**src/hydro_pkg.sv**
```systemverilog
// Hydrogen bus package with the Wishbone structs, memory map and size constants
package hydro_pkg;

    ////////////////////
    // Wishbone classic
    ////////////////////

    // Master to slave request, one transfer per ack
    typedef struct packed {
        logic [31:0] adr;
        logic [31:0] dat;
        logic        we;
        logic [3:0]  sel;
        logic        cyc;
        logic        stb;
    } wb_req_t;

    // Slave to master response
    typedef struct packed {
        logic [31:0] dat;
        logic        ack;
    } wb_rsp_t;

    // Decoded bus target
    typedef enum logic [1:0] {
        SLV_NONE = 2'd0,
        SLV_RAM  = 2'd1,
        SLV_GPIO = 2'd2
    } slave_sel_t;

    ////////////////////
    // Memory map
    ////////////////////

    // Word RAM window
    localparam logic [31:0] RAM_BASE = 32'h0000_0000;
    localparam logic [31:0] RAM_SIZE = 32'd4096;

    // Word address bits, RAM_SIZE/4 words
    localparam int unsigned RAM_AW    = 10;
    localparam int unsigned RAM_WORDS = RAM_SIZE / 4;

    // GPIO window
    localparam logic [31:0] GPIO_BASE = 32'h1000_0000;
    localparam logic [31:0] GPIO_SIZE = 32'd16;

    // Pin count
    localparam int unsigned NGPIO = 8;

    // GPIO register offsets inside the window
    localparam logic [3:0] GPIO_OUT_OFS = 4'h0;
    localparam logic [3:0] GPIO_IN_OFS  = 4'h4;
    localparam logic [3:0] GPIO_TGL_OFS = 4'h8;

endpackage

```
**src/hydro_decoder.sv**
```systemverilog
// Address decoder steering strobes to RAM or GPIO and answering unmapped accesses
`timescale 1ns/10ps

module hydro_decoder import hydro_pkg::*; (
    input  logic    clk_i,
    input  logic    rst_i,

    // From the arbiter
    input  wb_req_t bus_req_i,

    // Slave strobes
    output logic    ram_stb_o,
    output logic    gpio_stb_o,

    // Slave responses
    input  wb_rsp_t ram_rsp_i,
    input  wb_rsp_t gpio_rsp_i,

    // Back to the arbiter
    output wb_rsp_t bus_rsp_o,
    output logic    bus_err_o
);

    slave_sel_t  slv;
    logic [31:0] ram_ofs;
    logic [31:0] gpio_ofs;
    logic        err_ack_q;

    // Offsets wrap below the base, so one compare per window
    assign ram_ofs  = bus_req_i.adr - RAM_BASE;
    assign gpio_ofs = bus_req_i.adr - GPIO_BASE;

    ////////////////////
    // Slave select
    always_comb begin
        slv = SLV_NONE;
        if (bus_req_i.cyc) begin
            if (ram_ofs < RAM_SIZE) begin
                slv = SLV_RAM;
            end else if (gpio_ofs < GPIO_SIZE) begin
                slv = SLV_GPIO;
            end
        end
    end

    assign ram_stb_o  = (slv == SLV_RAM) && bus_req_i.stb;
    assign gpio_stb_o = (slv == SLV_GPIO) && bus_req_i.stb;

    // Unmapped access, acked once with an error pulse
    always_ff @(posedge clk_i) begin
        if (rst_i) begin
            err_ack_q <= 1'b0;
        end else begin
            err_ack_q <= bus_req_i.cyc && bus_req_i.stb && (slv == SLV_NONE) && !err_ack_q;
        end
    end

    assign bus_err_o = err_ack_q;

    ////////////////////
    // Response mux
    always_comb begin
        case (slv)
            SLV_RAM:  bus_rsp_o = ram_rsp_i;
            SLV_GPIO: bus_rsp_o = gpio_rsp_i;
            default: begin
                bus_rsp_o.dat = '0;
                bus_rsp_o.ack = err_ack_q;
            end
        endcase
    end

endmodule

```
**config.mk**
```make
export PLATFORM = sky130hd
export DESIGN_NAME = hydro_decoder
export DESIGN_NICKNAME = d
export VERILOG_FILES = /design/src/hydro_pkg.sv /design/src/hydro_decoder.sv
export SDC_FILE = /design/constraint.sdc
export NUM_CORES = 1
export LEC_CHECK = 0
export BUFFER_PORTS_ARGS = -buffer_cell sky130_fd_sc_hd__buf_2
export CAP_MARGIN = 20
export CORE_AREA = 2 2 68 70
export CTS_CLUSTER_DIAMETER = 150
export DETAILED_ROUTE_END_ITERATION = 12
export DIE_AREA = 0 0 70 72
export HOLD_SLACK_MARGIN = 0.15
export PLACE_DENSITY = 0.71
export SLEW_MARGIN = 20
export SYNTH_ARGS = -nofsm -noshare
export SYNTH_HDL_FRONTEND = slang
export SYNTH_SLANG_ARGS = --single-unit
```
**constraint.sdc**
```tcl
create_clock -name clk_i -period 6.2 [get_ports clk_i]
set_input_delay 0.31 -clock clk_i [delete_from_list [all_inputs] [get_ports clk_i]]
set_output_delay 0.31 -clock clk_i [all_outputs]
set_load 0.03 [all_outputs]
```
==> metrics.cfg <==
[finish]
nets=366
n_antenna_cell=0
n_fill_cell=469
area_growth_pct=103
final_cell_area_um2=1370
layout-drive-gt1-share_pct=61.3
largest_reg_flops=1

[synthesis]
netlist.area_leader.share_pct=36.8
synth_ff_type=dfxtp_1
synth.net_count=242
ys_ff_latch=1
synth_edf_count=0
synth_top_cell_by_area=a22oi_1
avgSynthCellArea_um2=6.73
synthTopCellsByArea=a22oi_1 37%, nor2b_1 30%, nor4_1 6.5%
syn_inst=100
synth_most_common_cell=a22oi_1
synthArstFlopShare_pct=0
ys.warnings.count=0
ys_seq_area_share_pct=2.97
syn_area_um2=673
synth_common_cells=33 x a22oi_1, 32 x nor2b_1, 11 x clkbuf_1
yosysUniqueCellTypes=15

[floorplanning]
rows=24
die_h_um=72
core-area_um2=4260
initial_utilization_pct=15.8
die_area_um2=5040
io_pins=175
fp.dieW_um=70

[critical_path]
cp-end-kind=output pin
critPathArrivalTime_ns=3.13
required_ns=5.89
cp_slowest_stage_delay_ns=0.84
path_cells=buf_2 -> or4b_1 -> or4_1 -> or4_1 -> ha_1 -> nor2_1 -> a21oi_1 -> buf_2
cp-start-kind=input pin
path_class=in2out
crit_fanout=34
worst_path_max_delay_cell=ha_1

[place]
place_area_um2=1370
io_buffers=133
hpwl_um=2400
place_congestion=0.720

[global_routing]
grt_pass1_vias=1094
gr-usage-all-layers_pct=10.4
antenna_found_initial=0
grtUsageMet2_pct=22.2
grt_max_degree=35
grt-ovfl-total=0
met3_usage_pct=1.11
grt_pass1_wl_um=4610
grt_use_met1_pct=11.6
grt-busiest-layer=met2

[route]
drt_first_pass_iters=4
routed_wl_um=2970
viasPerCell=4.46
wl_per_cell_um=10.8
drtIter0Drc=38
drc=0
vias=1222
ant_nets=0

[timing]
slew_headroom_pct=45.7
finalHoldViolations=0
period_share_pct=55.4
setup_viol=0
max_freq_ghz=0.291
rsz0062_at_grt=false
slew_viol_final=0
min_period_ns=3.44
finalSetupTns_ns=0
clock_skew_ns=0
max_slew.worst_pin.slew_ns=0.815

[cts]
cts_setup_buffers=0
hold_buffers=0
clkLatencyLatePin_ns=0
ctsResizeCount=0
path_clk_slew_ns=0

[hold_path]
min_path_type=in2reg

[outcome]
status=completed

[run]
cap_viol_max_count=0

[pwr]
powerDensity_nw_per_um2=29.5
ir_drop_v=0.0000128
p_leak_nw=0.656

[stage by stage]
step / util (%) / hold slack [ns] / worst slack [ns] / power, W / instances
floorplan: - / 0.382 / 3.06 / 0.00000989 / 100
global placement: 32.0 / 0.473 / 2.67 / 0.0000394 / 274
detailed placement: 32.1 / 0.478 / 2.70 / 0.0000406 / 274
CTS: 32.1 / 0.479 / 2.70 / 0.0000408 / 274
global route: 32.1 / 0.480 / 2.48 / 0.0000443 / 274
finish: 32.1 / 0.473 / 2.76 / 0.0000404 / 274
[where the power goes]
part,internal [W],switching [W]
Combinational,0.0000226,0.0000107
Sequential,0.00000684,0.000000177
Clock,0,0
Total,0.0000295,0.0000109
[layout by cell type (no fill, tap or decap), drive strengths merged]
| cell type | synthesis | layout |
|---|---|---|
| nor2 | 2 | 2 |
| nand3b | 1 | 1 |
| nor4 | 7 | 7 |
| ha | 3 | 3 |
| or4b | 1 | 1 |
| and2 | 2 | 2 |
| a22oi | 33 | 33 |
| buf | 0 | 133 |
| a21oi | 1 | 1 |
| nor2b | 32 | 32 |
| nand2 | 2 | 2 |
| or4 | 3 | 3 |
| dfxtp | 1 | 1 |
| nand4b | 1 | 1 |
[path summary, 6_finish.rpt]
kind	startpoint	end	slack, ns	cells past startpoint
setup / recovery	bus_req_i[52]	bus_rsp_o[0]	2.76	8
hold / removal	rst_i	bus_err_o	0.47	2
setup reg to reg	bus_err_o	bus_err_o	5.59	2
hold reg to reg	bus_err_o	bus_err_o	0.53	2
[layout make-up]
cell class / instances / area (µm²) / area share (%)
repair buffers: 133 / 666 / 48.7
multi-input cells: 88 / 617 / 45.1
well taps: 52 / 65.1 / 4.76
flip-flops and latches: 1 / 20.0 / 1.46
[metal layers]
layer | vias to the layer above | part of all wire (%) | wire length, µm
met5 | - | 0 | 0
met4 | 0 | 0 | 0
met3 | 0 | 11 | 318
met2 | 77 | 52 | 1550
met1 | 519 | 37 | 1100
li1 | 626 | - | -
[cell families after synthesis]
| logic type | count (synthesis) | share of synthesized area [%] |
|---|---|---|
| AND/OR/NAND/NOR | 51 | 47.8 |
| adder cells (fa/ha/maj) | 3 | 5.58 |
| AO/OA/AOI/OAI | 34 | 37.5 |
| flip-flops | 1 | 2.97 |
| buffers and inverters | 11 | 6.13 |
[worst max-delay path, delay by kind of cell]
kind	cells	cell delay (ns)
AND/OR/NAND/NOR	4	1.53
adder cells (fa/ha/maj)	1	0.84
buffers and inverters	2	0.30
AO/OA/AOI/OAI	1	0.13
(Power assumes the default switching activity.)
