File: config.mk
export PLATFORM = sky130hd
export DESIGN_NAME = hydro_arbiter
export DESIGN_NICKNAME = d
export VERILOG_FILES = /design/src/hydro_pkg.sv /design/src/hydro_arbiter.sv
export SDC_FILE = /design/constraint.sdc
export NUM_CORES = 1
export LEC_CHECK = 0
export ABC_AREA = 1
export ABC_CLOCK_PERIOD_IN_PS = 900
export BUFFER_PORTS_ARGS = -buffer_cell sky130_fd_sc_hd__buf_2
export CAP_MARGIN = 25
export CORE_AREA = 5 5 118 120
export DETAILED_ROUTE_END_ITERATION = 8
export DIE_AREA = 0 0 123 125
export PLACE_DENSITY = 0.48
export SYNTH_ARGS = -nofsm -noshare
export SYNTH_HDL_FRONTEND = slang
export SYNTH_SLANG_ARGS = --single-unit
File: constraint.sdc
create_clock -name clk_i -period 0.9 [get_ports clk_i]
set_input_delay 0.09 -clock clk_i [delete_from_list [all_inputs] [get_ports clk_i]]
set_output_delay 0.09 -clock clk_i [all_outputs]
set_load 0.01 [all_outputs]
File: src/hydro_pkg.sv
// Hydrogen bus package with the Wishbone structs, memory map and size constants
package hydro_pkg;

    ////////////////////
    // Wishbone classic
    ////////////////////

    // Master to slave request, one transfer per ack
    typedef struct packed {
        logic [31:0] adr;
        logic [31:0] dat;
        logic        we;
        logic [3:0]  sel;
        logic        cyc;
        logic        stb;
    } wb_req_t;

    // Slave to master response
    typedef struct packed {
        logic [31:0] dat;
        logic        ack;
    } wb_rsp_t;

    // Decoded bus target
    typedef enum logic [1:0] {
        SLV_NONE = 2'd0,
        SLV_RAM  = 2'd1,
        SLV_GPIO = 2'd2
    } slave_sel_t;

    ////////////////////
    // Memory map
    ////////////////////

    // Word RAM window
    localparam logic [31:0] RAM_BASE = 32'h0000_0000;
    localparam logic [31:0] RAM_SIZE = 32'd4096;

    // Word address bits, RAM_SIZE/4 words
    localparam int unsigned RAM_AW    = 10;
    localparam int unsigned RAM_WORDS = RAM_SIZE / 4;

    // GPIO window
    localparam logic [31:0] GPIO_BASE = 32'h1000_0000;
    localparam logic [31:0] GPIO_SIZE = 32'd16;

    // Pin count
    localparam int unsigned NGPIO = 8;

    // GPIO register offsets inside the window
    localparam logic [3:0] GPIO_OUT_OFS = 4'h0;
    localparam logic [3:0] GPIO_IN_OFS  = 4'h4;
    localparam logic [3:0] GPIO_TGL_OFS = 4'h8;

endpackage

File: src/hydro_arbiter.sv
// Two-master bus arbiter with registered grant and alternating priority on ties
`timescale 1ns/10ps

module hydro_arbiter import hydro_pkg::*; (
    input  logic    clk_i,
    input  logic    rst_i,

    // Instruction port
    input  wb_req_t m0_req_i,
    output wb_rsp_t m0_rsp_o,

    // Data port
    input  wb_req_t m1_req_i,
    output wb_rsp_t m1_rsp_o,

    // Shared bus
    output wb_req_t bus_req_o,
    input  wb_rsp_t bus_rsp_i
);

    // Grant state, index 0 is the instruction port
    logic gnt_vld_q;
    logic gnt_idx_q;
    logic last_q;

    logic gnt_vld_d;
    logic gnt_idx_d;
    logic hold;

    // Instruction port never writes
    wb_req_t m0_fwd;

    always_comb begin
        m0_fwd     = m0_req_i;
        m0_fwd.we  = 1'b0;
        m0_fwd.dat = '0;
    end

    // Owner keeps the bus while its cycle lasts
    assign hold = gnt_vld_q && (gnt_idx_q ? m1_req_i.cyc : m0_req_i.cyc);

    ////////////////////
    // Next grant
    always_comb begin
        gnt_vld_d = 1'b0;
        gnt_idx_d = gnt_idx_q;
        if (hold) begin
            gnt_vld_d = 1'b1;
        end else if (m0_req_i.cyc && m1_req_i.cyc) begin
            // Tie goes to whoever was not served last
            gnt_vld_d = 1'b1;
            gnt_idx_d = ~last_q;
        end else if (m0_req_i.cyc) begin
            gnt_vld_d = 1'b1;
            gnt_idx_d = 1'b0;
        end else if (m1_req_i.cyc) begin
            gnt_vld_d = 1'b1;
            gnt_idx_d = 1'b1;
        end
    end

    always_ff @(posedge clk_i) begin
        if (rst_i) begin
            gnt_vld_q <= 1'b0;
            gnt_idx_q <= 1'b0;
            last_q    <= 1'b1;
        end else begin
            gnt_vld_q <= gnt_vld_d;
            gnt_idx_q <= gnt_idx_d;
            if (gnt_vld_d && !hold) begin
                last_q <= gnt_idx_d;
            end
        end
    end

    ////////////////////
    // Request and response routing
    always_comb begin
        bus_req_o = '0;
        m0_rsp_o  = '0;
        m1_rsp_o  = '0;
        if (gnt_vld_q) begin
            if (gnt_idx_q) begin
                bus_req_o = m1_req_i;
                m1_rsp_o  = bus_rsp_i;
            end else begin
                bus_req_o = m0_fwd;
                m0_rsp_o  = bus_rsp_i;
            end
        end
    end

endmodule

==> impl_metrics.env <==
export IMPL_status="finished, violations left"
export IMPL_violations="negative setup slack"
export IMPL_hold_path_class="in -> reg"
export IMPL_drc_errors=0
export IMPL_totalWireLength_um=10000
export IMPL_placeableCoreArea_sq_um=12900
export IMPL_reg2reg_slack_ns=-0.21
export IMPL_placed_area_sq_um=3790
export IMPL_start_util_pct=11.1
export IMPL_rsz0062_at_grt="true"
export IMPL_synthesis_nets=504
export IMPL_h_tree_depth=1
export IMPL_cp_max_fo=20
export IMPL_r2r_start="gnt_idx_q"
export IMPL_period_share_pct=150
export IMPL_synthToLayoutAreaGrowth_pct=194
export IMPL_rows=42
export IMPL_drt_pass1_iter_count=6
export IMPL_ir_drop_mv=0.381
export IMPL_register_area_sq_um=67.6
export IMPL_crit_type="reg -> out"
export IMPL_dp_final_hpwl_um=8170
export IMPL_power_per_cell_area_nw_per_um2=669
export IMPL_cts_buffer_depth=2
export IMPL_setup_violations=139
export IMPL_nets=795
export IMPL_grt_start_max_net_pins=25
export IMPL_cap_violations=0
export IMPL_synth_cells=327
export IMPL_ys_ff_latch=3
export IMPL_finalHoldViolations=0
export IMPL_tightest_slew_ns=0.229
export IMPL_cts_tree="built"
export IMPL_dieArea_sq_um=15400
export IMPL_die_x_um=123
export IMPL_grt_first_pass_wirelength_um=14000
export IMPL_min_period_ns=1.35
export IMPL_overflow=0
export IMPL_drtAntennaViolNets=0
export IMPL_antenna_found_initial=0
export IMPL_max_slew_margin_pct=84.7
export IMPL_ctsRootBufferMaster="clkbuf_16"
export IMPL_synth_seq_area_share_pct=4.19
export IMPL_r2r_end="last_q"
export IMPL_vias=3019
export IMPL_wl_per_cell_um=12.6
export IMPL_syn_area_sq_um=1430
export IMPL_hold_path_startpoint="rst_i"
export IMPL_insertion_delay_ns=0.22
export IMPL_dpl_worst_slack_ns=-0.221
export IMPL_synth_warning_count=0
export IMPL_max_freq_ghz=0.742
export IMPL_place_gp_congestion=0.756
export IMPL_hold_buffers=0
export IMPL_diodes=0
export IMPL_critPathCapture="bus_req_o[0]"
export IMPL_start_kind="flip-flop"
export IMPL_crit_path_end_kind="output pin"
export IMPL_drt_initial_drc_count=61
export IMPL_die_h_um=125
export IMPL_critPathLaunch="gnt_vld_q"
export IMPL_fin_ws_ns=-0.447
export IMPL_holdWs_ns=0.0299
export IMPL_multi_input_area_sq_um=1600
export IMPL_grtUsageTotal_pct=11.1
export IMPL_worstPathRequired_ns=0.81
export IMPL_syn_avg_cell_area_sq_um=4.38
export IMPL_grt_pass1_vias=2947
export IMPL_finalInstanceArea_sq_um=4220
export IMPL_leakagePower_nw=2.59
export IMPL_cts_sinks=3
export IMPL_r2r_cells=6
export IMPL_synth_distinct_cells=12
export IMPL_via_per_inst=3.81
export IMPL_clk_pin_slew_ns=0.03
export IMPL_io_buffers=280
export IMPL_fin_skew_ns=0.00130
export IMPL_drv_slew=0
export IMPL_ioPinCount=314
export IMPL_crit_arrival_ns=1.26
export IMPL_fillers=1421
export IMPL_layout_drive_gt1_share_pct=72.4
export IMPL_numCtsBuffers=3
[cell type report]
type,instances,area share (%)
repair buffers,313,46.9
well taps,176,5.22
flip-flops and latches,3,1.60
clock buffers,4,1.87
multi-input cells,227,38.0
inverters,70,6.41
[critical path, cell delays in order, from the launching register on]
cell     delay (ns)
dfxtp_4        0.38
buf_12         0.16
buf_12         0.16
nand3_1        0.12
nand2_1        0.09
buf_2          0.12
[registers in the layout, indices dropped and copies added (netlist names)]
signal,count
gnt_idx_q,1
gnt_vld_q,1
last_q,1
[power by group]
group          total, mW  internal [mW]  switching [mW]  leakage, nW
combinational       1.95          0.934            1.01         2.52
clock              0.704          0.584           0.120       0.0382
sequential         0.166          0.145          0.0211       0.0262
total               2.82           1.66            1.16         2.59
[through the flow]
step	std cells	setup TNS, ns	utilization, %	power, mW
finish	793	-50.53	32.8	2.82
global route	793	-59.03	32.8	3.02
CTS	790	-53.64	31.2	2.72
detailed placement	783	-20.97	29.5	1.90
global placement	783	-20.12	29.5	1.91
floorplan	327	-4.80	-	1.12
[worst min path at each step]
stage	endpoint	depth (start not counted)
4_1_cts	gnt_vld_q	2
3_3_place_gp	gnt_vld_q	2
2_1_floorplan	gnt_vld_q	1
6_report	gnt_vld_q	2
3_5_place_dp	gnt_vld_q	2
5_1_grt	gnt_vld_q	2
[routing by layer]
metal  vias to the layer above  track usage (%)  routed length, um  share of wire (%)
li1                       1549                -                  -                  -
met1                      1289             12.0               3690                 37
met2                       176             21.5               5080                 51
met3                         5             3.57               1190                 12
met4                         0             1.17                 31               0.31
met5                         -                0                  0                  0
[cell families (layout without fill, tap and decap cells)]
kind of cell    Yosys count  after routing  synth area share, %
flops                     3              3                 4.19
compound gates            1              1                0.524
simple gates            226            226                 66.3
buf+inv                  97            387                 29.0
[placed cells by master (no fill, tap or decap)]
cell / count
buf_2: 266
inv_1: 69
nand3_1: 44
nor2_4: 40
nor2_1: 33
nor2_2: 30
nand3_2: 30
nand2_2: 22
nand2_1: 20
buf_6: 20
buf_12: 13
buf_4: 11
clkbuf_16: 5
nand3_4: 4
nand2_4: 2
dfxtp_4: 2
inv_8: 1
o21bai_1: 1
nand3b_1: 1
clkbuf_1: 1
buf_16: 1
dfxtp_1: 1
[timing repair]
item,4_1_cts,5_1_grt
buffers inserted,2,0
gates resized for setup,23,27
setup endpoints to repair,139,139
gates cloned,1,3
pin swaps,6,4
[synth_stat cells]
library cell  count  share of area (%)
inv_2             1               0.26
nand2_1          44                 12
clkbuf_1          1               0.26
nand3_1          78                 27
inv_1            69                 18
buf_4             5                2.6
dfxtp_1           3                4.2
buf_2            20                7.0
buf_6             1               0.79
o21bai_1          1               0.52
nand3b_1          1               0.52
nor2_1          103                 27
Note: power is estimated with default switching activity, not from simulation.
