--- src/hydro_pkg.sv ---
// Hydrogen bus package with the Wishbone structs, memory map and size constants
package hydro_pkg;

    ////////////////////
    // Wishbone classic
    ////////////////////

    // Master to slave request, one transfer per ack
    typedef struct packed {
        logic [31:0] adr;
        logic [31:0] dat;
        logic        we;
        logic [3:0]  sel;
        logic        cyc;
        logic        stb;
    } wb_req_t;

    // Slave to master response
    typedef struct packed {
        logic [31:0] dat;
        logic        ack;
    } wb_rsp_t;

    // Decoded bus target
    typedef enum logic [1:0] {
        SLV_NONE = 2'd0,
        SLV_RAM  = 2'd1,
        SLV_GPIO = 2'd2
    } slave_sel_t;

    ////////////////////
    // Memory map
    ////////////////////

    // Word RAM window
    localparam logic [31:0] RAM_BASE = 32'h0000_0000;
    localparam logic [31:0] RAM_SIZE = 32'd4096;

    // Word address bits, RAM_SIZE/4 words
    localparam int unsigned RAM_AW    = 10;
    localparam int unsigned RAM_WORDS = RAM_SIZE / 4;

    // GPIO window
    localparam logic [31:0] GPIO_BASE = 32'h1000_0000;
    localparam logic [31:0] GPIO_SIZE = 32'd16;

    // Pin count
    localparam int unsigned NGPIO = 8;

    // GPIO register offsets inside the window
    localparam logic [3:0] GPIO_OUT_OFS = 4'h0;
    localparam logic [3:0] GPIO_IN_OFS  = 4'h4;
    localparam logic [3:0] GPIO_TGL_OFS = 4'h8;

endpackage

--- src/hydro_gpio.sv ---
// GPIO slave with output, synchronized input and toggle registers
`timescale 1ns/10ps

module hydro_gpio import hydro_pkg::*; (
    input  logic             clk_i,
    input  logic             rst_i,
    input  wb_req_t          req_i,
    input  logic             stb_i,
    output wb_rsp_t          rsp_o,
    input  logic [NGPIO-1:0] gpio_in_i,
    output logic [NGPIO-1:0] gpio_out_o
);

    logic [NGPIO-1:0] sync1_q;
    logic [NGPIO-1:0] sync2_q;
    logic [NGPIO-1:0] out_q;
    logic [31:0]      rd_dat_q;
    logic             ack_q;
    logic             access;
    logic             wr_lane;
    logic [3:0]       ofs;
    logic [NGPIO-1:0] wdat;

    assign access  = stb_i && !ack_q;
    assign wr_lane = req_i.we && req_i.sel[0];
    assign ofs     = {req_i.adr[3:2], 2'b00};
    assign wdat    = req_i.dat[NGPIO-1:0];

    // Two-flop input synchronizer
    always_ff @(posedge clk_i) begin
        if (rst_i) begin
            sync1_q <= '0;
            sync2_q <= '0;
        end else begin
            sync1_q <= gpio_in_i;
            sync2_q <= sync1_q;
        end
    end

    ////////////////////
    // Register writes and ack
    always_ff @(posedge clk_i) begin
        if (rst_i) begin
            out_q <= '0;
            ack_q <= 1'b0;
        end else begin
            ack_q <= access;
            if (access && wr_lane) begin
                if (ofs == GPIO_OUT_OFS) begin
                    out_q <= wdat;
                end else if (ofs == GPIO_TGL_OFS) begin
                    out_q <= out_q ^ wdat;
                end
            end
        end
    end

    // Read data, toggle and spare offsets read zero
    always_ff @(posedge clk_i) begin
        if (access) begin
            rd_dat_q <= '0;
            if (!req_i.we) begin
                if (ofs == GPIO_OUT_OFS) begin
                    rd_dat_q[NGPIO-1:0] <= out_q;
                end else if (ofs == GPIO_IN_OFS) begin
                    rd_dat_q[NGPIO-1:0] <= sync2_q;
                end
            end
        end
    end

    assign rsp_o.dat  = rd_dat_q;
    assign rsp_o.ack  = ack_q;
    assign gpio_out_o = out_q;

endmodule

--- config.mk ---
export PLATFORM = sky130hd
export DESIGN_NAME = hydro_gpio
export DESIGN_NICKNAME = d
export VERILOG_FILES = /design/src/hydro_pkg.sv /design/src/hydro_gpio.sv
export SDC_FILE = /design/constraint.sdc
export NUM_CORES = 1
export LEC_CHECK = 0
export BUFFER_PORTS_ARGS = -buffer_cell sky130_fd_sc_hd__clkbuf_2
export CELL_PAD_IN_SITES_DETAIL_PLACEMENT = 2
export CELL_PAD_IN_SITES_GLOBAL_PLACEMENT = 2
export CORE_MARGIN = 3
export CORE_UTILIZATION = 19
export CTS_BUF_LIST = sky130_fd_sc_hd__clkbuf_8
export DETAILED_ROUTE_END_ITERATION = 6
export PLACE_DENSITY = 0.76
export SYNTH_ARGS = -nofsm -noshare
export SYNTH_HDL_FRONTEND = slang
export SYNTH_SLANG_ARGS = --single-unit
--- constraint.sdc ---
create_clock -name clk_i -period 1.15 [get_ports clk_i]
set_input_delay 0.115 -clock clk_i [delete_from_list [all_inputs] [get_ports clk_i]]
set_output_delay 0.115 -clock clk_i [all_outputs]
set_load 0.05 [all_outputs]
==> results of run 1 <==
==> registers in the layout (all words and copies together) (netlist names) <==
register	flops
sync2_q	8
ack_q	1
rd_dat_q	8
sync1_q	8
gpio_out_o	8
==> power by group through the flow <==
stage	clock, W	sequential [W]	combinational, W
2_1_floorplan	0	0.00135	0.000372
5_1_grt	0.000923	0.00126	0.000530
6_report	0.000826	0.00126	0.000496
3_3_place_gp	0	0.00128	0.000471
4_1_cts	0.000866	0.00126	0.000490
3_5_place_dp	0	0.00128	0.000478
==> worst max-delay path by stage <==
stage | start | end | slack [ns] | cells after the start
6_report | ack_q$_SDFF_PP0_ | gpio_out_o[4]$_SDFFE_PP0P_ | 0.001 | 4
5_1_grt | ack_q$_SDFF_PP0_ | gpio_out_o[4]$_SDFFE_PP0P_ | -0.12 | 4
4_1_cts | ack_q$_SDFF_PP0_ | gpio_out_o[3]$_SDFFE_PP0P_ | -0.02 | 4
3_5_place_dp | ack_q$_SDFF_PP0_ | gpio_out_o[1]$_SDFFE_PP0P_ | -0.10 | 3
3_3_place_gp | ack_q$_SDFF_PP0_ | gpio_out_o[0]$_SDFFE_PP0P_ | -0.06 | 3
2_1_floorplan | gpio_out_o[0]$_SDFFE_PP0P_ | gpio_out_o[0]$_SDFFE_PP0P_ | 0.03 | 2
==> cells by family (layout without fill, tap and decap cells) <==
| family | Yosys count | after routing |
|---|---|---|
| other | 1 | 24 |
| AO/OA/AOI/OAI | 24 | 24 |
| buffers and inverters | 42 | 61 |
| AND/OR/NAND/NOR | 46 | 46 |
| multiplexers | 8 | 8 |
| flip-flops | 33 | 33 |
==> synthesized netlist by cell type <==
library cell,n
nor2_1,16
buf_2,2
nand2b_1,8
buf_6,3
nand4b_2,1
conb_1,1
or2_2,1
and4b_1,1
a22oi_1,8
clkbuf_1,3
o32ai_1,8
dfxtp_1,25
mux2i_1,8
nor2b_1,18
buf_4,26
nor2_4,1
edfxtp_1,8
inv_1,8
a211oi_1,8
==> repair_timing <==
item | 4_1_cts | 5_1_grt
setup endpoints to repair | 15 | 16
pin swaps | 1 | 1
resized for setup | 11 | 15
==> metal layers <==
metal,global-route usage,vias up,wire length (um)
met5,0,-,0
met4,0.03996,0,49
met3,0.03461,2,284
met2,0.1465,44,2020
met1,0.09725,556,1586
li1,-,555,-
==> through the flow <==
stage                     utilization  TNS (ns)  hold slack (ns)
after floorplan                     -         0           0.2432
after global placement         0.2264   -0.4492           0.3288
after detailed placement       0.2264   -0.5815           0.3354
after CTS                      0.2422  -0.02689          0.03685
after global routing           0.2473   -0.5869          0.03902
final                          0.2473         0          0.04703
==> cell type report <==
cell class | count | area, sq um | share of cell area
clock buffers | 5 | 68.82 | 0.03546
flip-flops and latches | 33 | 742.0 | 0.3823
well taps | 102 | 127.6 | 0.06576
inverters | 8 | 30.03 | 0.01547
repair buffers | 45 | 276.5 | 0.1425
clock inverters | 3 | 13.76 | 0.007092
multi-input cells | 102 | 681.9 | 0.3514
==> worst max-delay path, cell delays in order, from the launching register on <==
cell and delay, ns:
dfxtp_2 0.33, and4b_1 0.27, buf_6 0.15, a22oi_1 0.07, o32ai_1 0.23
==> summary.md, run 1 <==
| Metric | Value |
|---|---|
| Fillers | roughly 900 |
| Syn avg cell area | ~10 sq um |
| Critical Path AT | 1.34 ns |
| Worst path required time | 1.34 ns |
| CTS Sinks | 33 |
| Maximum VDD drop | 0.4499 mV |
| Skew final | 0.004853 ns |
| Die Area | 9335 sq um |
| Power Density | ~1300 nW/um^2 |
| Pre-CTS WS | -0.1041 ns |
| Yosys cell types | 19 |
| Setup Viol. Count Final | 0 |
| Commonest cells after routing, fill and taps aside | clkbuf_2, conb_1, dfxtp_1 |
| Leakage dissipation | 0.8377 nW |
| Overall power of the completed layout | 0.002579 W |
| Final Non-Filler Cells | 298 |
| Compound-gate portion of the synthesized area | 0.1219 |
| Reg2reg path depth | 4 |
| Hold depth | 2 |
| Worst hold start | gpio_in_i[0] |
| Critical path startpoint category | register |
| Buffers on Ports | 39 |
| CTS clk-pin slew, worst paths | 0.07 ns |
| Crit. End Element | register |
| Synth top area share | 0.3208 |
| Post-synthesis mux area share | 0.05132 |
| Drt first-iter violations | 60 |
| Most common cell after layout, fill and taps aside | clkbuf_2 |
| Layout net count | about 280 |
| Vias in the first global route | 1269 |
| Post-Synth XOR/XNOR Area | 0 |
| Clock share of power | 0.320 |
| Clock Latency Late Sink | between 0.2 and 0.3 ns |
| Final wirelength | 3.940 mm |
| First-pass GRT wire length | 6.479 mm |
| Placeable Area | 7848 sq um |
| Initial Util | 0.1988 |
| Worst Hold Path EP | sync1_q[0]$_SDFF_PP0_ |
| DRT Pass-1 Iters | 4 |
| Number of synthesized register bits | 33 |
| FP Rows | 32 |
| DR vias/cell | between 3 and 4 |
| Root Driver | clkbuf_8 |
| CTS Buf Count | 5 |
| H-tree depth | 2 |
| Area leader, netlist | dfxtp_1 |
| Worst r2r dst | gpio_out_o[4]$_SDFFE_PP0P_ |
| Post-Syn Instances | 154 |
| GPL Wtd Cong | 0.7341 |
| Simple-gate share of the synthesized area | 0.1700 |
| Design Area, Final | 1941 sq um |
| Total track usage | 0.08747 |
| Fin crit period | 1.149 ns |
| HPWL after detailed placement | 2.935 mm |
| Crit Reg-Reg Startpoint | ack_q$_SDFF_PP0_ |
| Yosys warnings | 0 |
| # hold bufs at CTS | 0 |
| Largest family of logic cells by synthesized area | buffers and inverters |
| Area post-placement | 1777 sq um |
| Psw | 0.0008164 W |
| Initial antenna violation count | 0 |
| Sw Ratio | 0.3166 |
| DP Cell Count | 290 |
| DR WL/cell | 13.22 um |
| Worst-path fanout max | 8 |
| Internal | 0.001762 W |
| Max-slew violation count | 0 |
| Fraction of the mapped netlist area in adder cells | 0 |
| Synth top area cells | dfxtp_1, edfxtp_1, buf_4 |
| Fmax | 0.8705 GHz |
| ANT cells | 0 |
| Mapped cell area | roughly 1600 sq um |
| Status | finished clean |
| Gate power share | 0.192 |
| Detailed-route via count | between 1000 and 1500 |
| Part of the cycle the worst path needs | 0.9989 |
| Syn-to-layout area delta | 24.38% |
| Unrepaired setup endpoints after global routing | true |
| Longest Clk Path Bufs | 2 |
| # IOs | roughly 120 |
| Reg2Reg Setup Slack | 0.001 ns |
| Share of cells above drive strength 1 | 0.3265 |
| Seq pwr share | 0.487 |
| Pin count of the biggest net entering global routing | 19 |
| Seq/Total Area, Yosys | 0.4747 |
| Final ANT Viol Nets | 0 |
| TritonCTS clock tree | yes |
| Max cap viols | 0 |
| Die Ht | 96.62 um |
| Die span in x | 96.62 um |
| Setup bufs post-CTS | 0 |
| # DRC | 0 |
| Final hold viol count | 0 |
| Hold Crit Class | input port to register |
| Setup WS post-layout | 0.001294 ns |
| Grt ovf | 0 |
| CP Class | register to register |
(Power assumes the default switching activity.)
==> inputs of run 2 (changes only) <==
Clock period 1.15 ns to 0.9 ns, I/O delays scaled along.
==> summary.md, run 2 (same netlist as run 1, synthesis figures left out) <==
| Metric | Value |
|---|---|
| Grt ovf | 0 |
| Pin count of the biggest net entering global routing | 21 |
| TritonCTS clock tree | yes |
| Vias in the first global route | ~1300 |
| Psw | 0.001100 W |
| Longest Clk Path Bufs | 2 |
| Root Driver | clkbuf_8 |
| Pre-CTS WS | -0.2549 ns |
| Crit path max-delay family | compound AO/OA/AOI/OAI gates |
| Clock Latency Late Sink | 0.29 ns |
| Fillers | 875 |
| Violated checks | setup timing |
| Crit-path cells | and4b_1, buf_6, a22oi_2, o32ai_2 |
| FP Rows | 32 |
| Share of cells above drive strength 1 | 0.4059 |
| Syn-to-layout area delta | 49.16% |
| Fmax | 0.8291 GHz |
| Leakage dissipation | just under 1 nW |
| Gate power share | 0.196 |
| # DRC | 0 |
| CP Class | register to register |
| Final Non-Filler Cells | 304 |
| Final hold viol count | 0 |
| Delay of the slowest critical-path stage | 0.33 ns |
| Fin crit period | 1.206 ns |
| Design Area, Final | 2327 sq um |
| Critical Path AT | roughly 1.4 ns |
| Part of the cycle the worst path needs | 1.340 |
| Area of the multi-input gates | 714.4 sq um |
| Most common cell after layout, fill and taps aside | conb_1 |
| Worst path required time | 1.08 ns |
| Max-slew violation count | 0 |
| HPWL after detailed placement | 3.113 mm |
| Commonest cells after routing, fill and taps aside | conb_1, clkbuf_2, nor2b_1, nor2_1, dfxtp_1 |
| Max cap viols | 0 |
| Reg area | 772.0 sq um |
| First-pass GRT wire length | 6.989 mm |
| Worst-path fanout max | 8 |
| Final ANT Viol Nets | 0 |
| Initial antenna violation count | 0 |
| Die Ht | 96.62 um |
| H-tree depth | 2 |
| Unrepaired setup endpoints after global routing | true |
| Internal | 0.002691 W |
| Hold Crit Class | input port to register |
| CTS Sinks | 33 |
| Sw Ratio | 0.2902 |
| Die span in x | 96.62 um |
| Final Util | 0.2966 |
| Layout net count | 283 |
| Placeable Area | 7848 sq um |
| DR vias/cell | slightly below 4 |
| Buffers on Ports | 39 |
| DP Cell Count | around 290 |
| Overall power of the completed layout | 0.003791 W |
| Die Area | 9335 sq um |
| Final wirelength | 4.451 mm |
| CTS Buf Count | 5 |
| DRT Pass-1 Iters | 3 |
| Critical path startpoint category | register |
| Area post-placement | 1826 sq um |
| ANT cells | 0 |
| Met2 wire length | about 2.5 mm |
| Setup Viol. Count Final | 34 |
| Top Layer Used | met4 |
| Clock share of power | 0.383 |
| Worst Path Buf+Inv | 1 |
| Slowest-stage cell, CP | dfxtp_2 |
| Met3 Wirelength | 332 um |
| Met1 Wirelength | 1.592 mm |
| # IOs | around 120 |
| Setup WS post-layout | -0.3062 ns |
| CTS clk-pin slew, worst paths | roughly 0.060 ns |
| Crit. End Element | register |
| Total track usage | 0.09572 |
| Detailed-route via count | 1203 |
| GPL Wtd Cong | 0.7236 |
| Seq pwr share | 0.422 |
| Maximum VDD drop | approximately 0.54 mV |
| DR WL/cell | 14.64 um |
| Status | finished with violations |
| Drt first-iter violations | 53 |
| Skew final | roughly 0.010 ns |
| Power Density | 1629 nW/um^2 |
| Reg2Reg Setup Slack | -0.31 ns |
| Initial Util | 0.1988 |
-- run 2: cell types whose count changed in the layout (fill, tap and decap cells not counted), moves of 2 or more --
| cell | previous run | this run |
|---|---|---|
| buf_8 | 0 | 2 |
| clkbuf_16 | 0 | 9 |
| clkbuf_2 | 30 | 22 |
| clkbuf_4 | 4 | 0 |
| clkbuf_8 | 5 | 12 |
| clkinv_2 | 2 | 0 |
| dfxtp_1 | 24 | 16 |
| dfxtp_4 | 0 | 8 |
| nor2b_1 | 18 | 16 |
| nor2b_4 | 0 | 2 |
-- run 2: per-stage QoR --
step | setup TNS (ns) | hold slack [ns]
finish | -3.633 | 0.009437
global route | -5.016 | 0.006386
CTS | -3.618 | 0.008292
detailed placement | -3.330 | 0.3079
global placement | -2.356 | 0.3010
floorplan | -1.368 | 0.2182
-- run 2: path summary, 6_finish.rpt --
path	start	end	depth (start not counted)
min	gpio_in_i[0]	sync1_q[0]$_SDFF_PP0_	2
min reg2reg	sync1_q[7]$_SDFF_PP0_	sync2_q[7]$_SDFF_PP0_	1
max reg2reg	ack_q$_SDFF_PP0_	gpio_out_o[7]$_SDFFE_PP0P_	4
max	ack_q$_SDFF_PP0_	gpio_out_o[7]$_SDFFE_PP0P_	4
-- run 2: layout make-up --
type                            instances  area share
Tap cell                              102     0.05484
Sequential cell                        33      0.3317
Clock inverter                          2     0.01452
Inverter                                8     0.01290
Timing Repair Buffer                   51      0.2435
Clock buffer                            6     0.03548
Multi-Input combinational cell        102      0.3070
-- run 2: timing repair --
item	in CTS	in global routing
resized for setup	55	14
pin swaps	1	4
hold buffers	0	0
buffers inserted	4	0
gates cloned	0	0
setup endpoints to repair	34	35
-- run 2: power by group through the flow --
| stage | clock, W | combinational [W] | sequential (W) |
|---|---|---|---|
| 2_1_floorplan | 0 | 0.000482 | 0.00173 |
| 3_3_place_gp | 0 | 0.000624 | 0.00164 |
| 3_5_place_dp | 0 | 0.000637 | 0.00164 |
| 4_1_cts | 0.00148 | 0.000719 | 0.00160 |
| 5_1_grt | 0.00158 | 0.000782 | 0.00161 |
| 6_report | 0.00145 | 0.000741 | 0.00160 |
-- run 2: routing by layer --
| metal | vias up | global-route usage |
|---|---|---|
| met2 | 40 | 0.1783 |
| li1 | 570 | - |
| met5 | - | 0 |
| met1 | 586 | 0.09623 |
| met4 | 0 | 0.02268 |
| met3 | 7 | 0.04398 |
-- run 2: worst register-to-register path, stage by stage, from the launching register on --
cell	delay [ns]
dfxtp_2	0.33
and4b_1	0.26
buf_6	0.15
a22oi_2	0.07
o32ai_2	0.30
==> inputs of run 3 (changes only) <==
Settings changed: CORE_UTILIZATION 19 to 21, PLACE_DENSITY 0.76 to 0.8.
Clock period 0.9 ns to 1.2 ns, I/O delays scaled along.
==> summary.md, run 3 (same netlist as run 1, synthesis figures left out) <==
| Metric | Value |
|---|---|
| Total track usage | 0.09355 |
| FP Rows | 30 |
| Root Driver | clkbuf_8 |
| Initial antenna violation count | 0 |
| Syn-to-layout area delta | 25.50% |
| Final Util | 0.2805 |
| TritonCTS clock tree | yes |
| Overall power of the completed layout | 0.002741 W |
| Status | finished clean |
| Power Density | 1400 nW/um^2 |
| Placeable Area | 6982 sq um |
| First-pass GRT wire length | 6.065 mm |
| Fillers | 833 |
| Vias in the first global route | between 1000 and 1500 |
| Initial Util | 0.2235 |
| Fmax | 0.8584 GHz |
| Clock Latency Late Sink | 0.29 ns |
| DRT Pass-1 Iters | 4 |
| Setup tns final | 0 ns |
| DR WL/cell | 13.22 um |
| Buffers on Ports | 39 |
| H-tree depth | 2 |
| Max cap viols | 0 |
| Most common cell after layout, fill and taps aside | clkbuf_2 |
| Detailed-route via count | 1163 |
| Critical path startpoint category | register |
| CP Class | register to register |
| Crit Reg-Reg Startpoint | ack_q$_SDFF_PP0_ |
| Die Ht | a little over 90 um |
| Share of cells above drive strength 1 | 0.3434 |
| CTS clk-pin slew, worst paths | about 0.07 ns |
| Crit. End Element | register |
| Final wirelength | around 4 mm |
| CTS Sinks | 33 |
| Skew final | 0.002965 ns |
| Reg2reg path depth | 5 |
| Die Area | about 8500 sq um |
| Commonest cells after routing, fill and taps aside | clkbuf_2, conb_1, dfxtp_1 |
| Layout net count | 279 |
| Leakage dissipation | 0.8517 nW |
| Hold depth | 2 |
| # DRC | 0 |
| Worst r2r dst | gpio_out_o[1]$_SDFFE_PP0P_ |
| Fin crit period | 1.165 ns |
| Worst hold start | gpio_in_i[3] |
| GPL Wtd Cong | 0.7160 |
| Smallest hold slack | 0.03768 ns |
| Longest Clk Path Bufs | 2 |
| Hold Crit Class | input port to register |
| Grt ovf | 0 |
| Unrepaired setup endpoints after global routing | true |
| Critical Path AT | between 1 and 1.5 ns |
| ANT cells | 0 |
| Part of the cycle the worst path needs | 0.9708 |
| Die span in x | approximately 92 um |
| Max-slew violation count | 0 |
| Final hold viol count | 0 |
| DR vias/cell | 3.956 |
| Worst path required time | 1.40 ns |
| Final ANT Viol Nets | 0 |
| Pin count of the biggest net entering global routing | 19 |
| Reg2Reg Setup Slack | ~0.035 ns |
| Maximum VDD drop | 0.3283 mV |
| Setup Viol. Count Final | 0 |
| HPWL after detailed placement | 2.944 mm |
| Drt first-iter violations | 44 |
| Worst-path fanout max | 8 |
| CTS Buf Count | 5 |
| # IOs | 123 |
| Worst Hold Path EP | sync1_q[3]$_SDFF_PP0_ |
## run 3: layout make-up
type | instances | area (sq um) | area share
Tap cell | 96 | 120.1 | 0.06134
Sequential cell | 33 | 742.0 | 0.3789
Multi-Input combinational cell | 102 | 684.4 | 0.3495
Inverter | 8 | 30.03 | 0.01534
Clock inverter | 3 | 45.04 | 0.02300
Clock buffer | 5 | 68.82 | 0.03514
Timing Repair Buffer | 47 | 267.8 | 0.1367
## run 3: worst max path at each step
| stage | startpoint | endpoint | slack (ns) |
|---|---|---|---|
| global route | ack_q$_SDFF_PP0_ | gpio_out_o[1]$_SDFFE_PP0P_ | -0.03 |
| detailed placement | ack_q$_SDFF_PP0_ | gpio_out_o[6]$_SDFFE_PP0P_ | -0.07 |
| global placement | ack_q$_SDFF_PP0_ | gpio_out_o[4]$_SDFFE_PP0P_ | 0.001 |
| finish | ack_q$_SDFF_PP0_ | gpio_out_o[1]$_SDFFE_PP0P_ | 0.03 |
| floorplan | gpio_out_o[0]$_SDFFE_PP0P_ | gpio_out_o[0]$_SDFFE_PP0P_ | 0.08 |
| CTS | gpio_out_o[2]$_SDFFE_PP0P_ | gpio_out_o[2] | 0.001 |
## run 3: metrics by stage
| step | cell area [sq um] | std cells | setup slack [ns] |
|---|---|---|---|
| 2_1_floorplan | 1647 | 177 | 0.07759 |
| 3_3_place_gp | 1764 | 285 | 0.0009894 |
| 3_5_place_dp | 1764 | 285 | -0.07243 |
| 4_1_cts | 1892 | 293 | 0.001084 |
| 5_1_grt | 1958 | 294 | -0.02763 |
| 6_report | 1958 | 294 | 0.03499 |
## run 3: critical path, stage by stage (launching register included)
cell and delay [ns]:
dfxtp_2 0.33, and4b_1 0.26, buf_6 0.15, buf_6 0.10, a22oi_2 0.04, o32ai_2 0.21
## run 3: where the power goes
| group | internal [W] | switching [W] |
|---|---|---|
| clock network | 0.000623 | 0.000442 |
| registers | 0.00118 | 0.0000204 |
| logic | 0.000109 | 0.000362 |
| total | 0.00192 | 0.000825 |
## run 3: routing by layer
layer | share of wire | track usage | up-vias | wire length, um
met5 | 0 | 0 | - | 0
met4 | 0.019 | 0.04084 | 0 | 73
met3 | 0.075 | 0.03527 | 6 | 290
met2 | 0.52 | 0.1667 | 45 | 2018
met1 | 0.39 | 0.09755 | 553 | 1505
li1 | - | - | 559 | -
## run 3: what timing repair did
action                                  4_1_cts  5_1_grt
pin swaps                                     0        2
setup buffers                                 0        1
hold buffers                                  0        0
endpoints found under the setup margin        8       12
gates resized for setup                       2       20
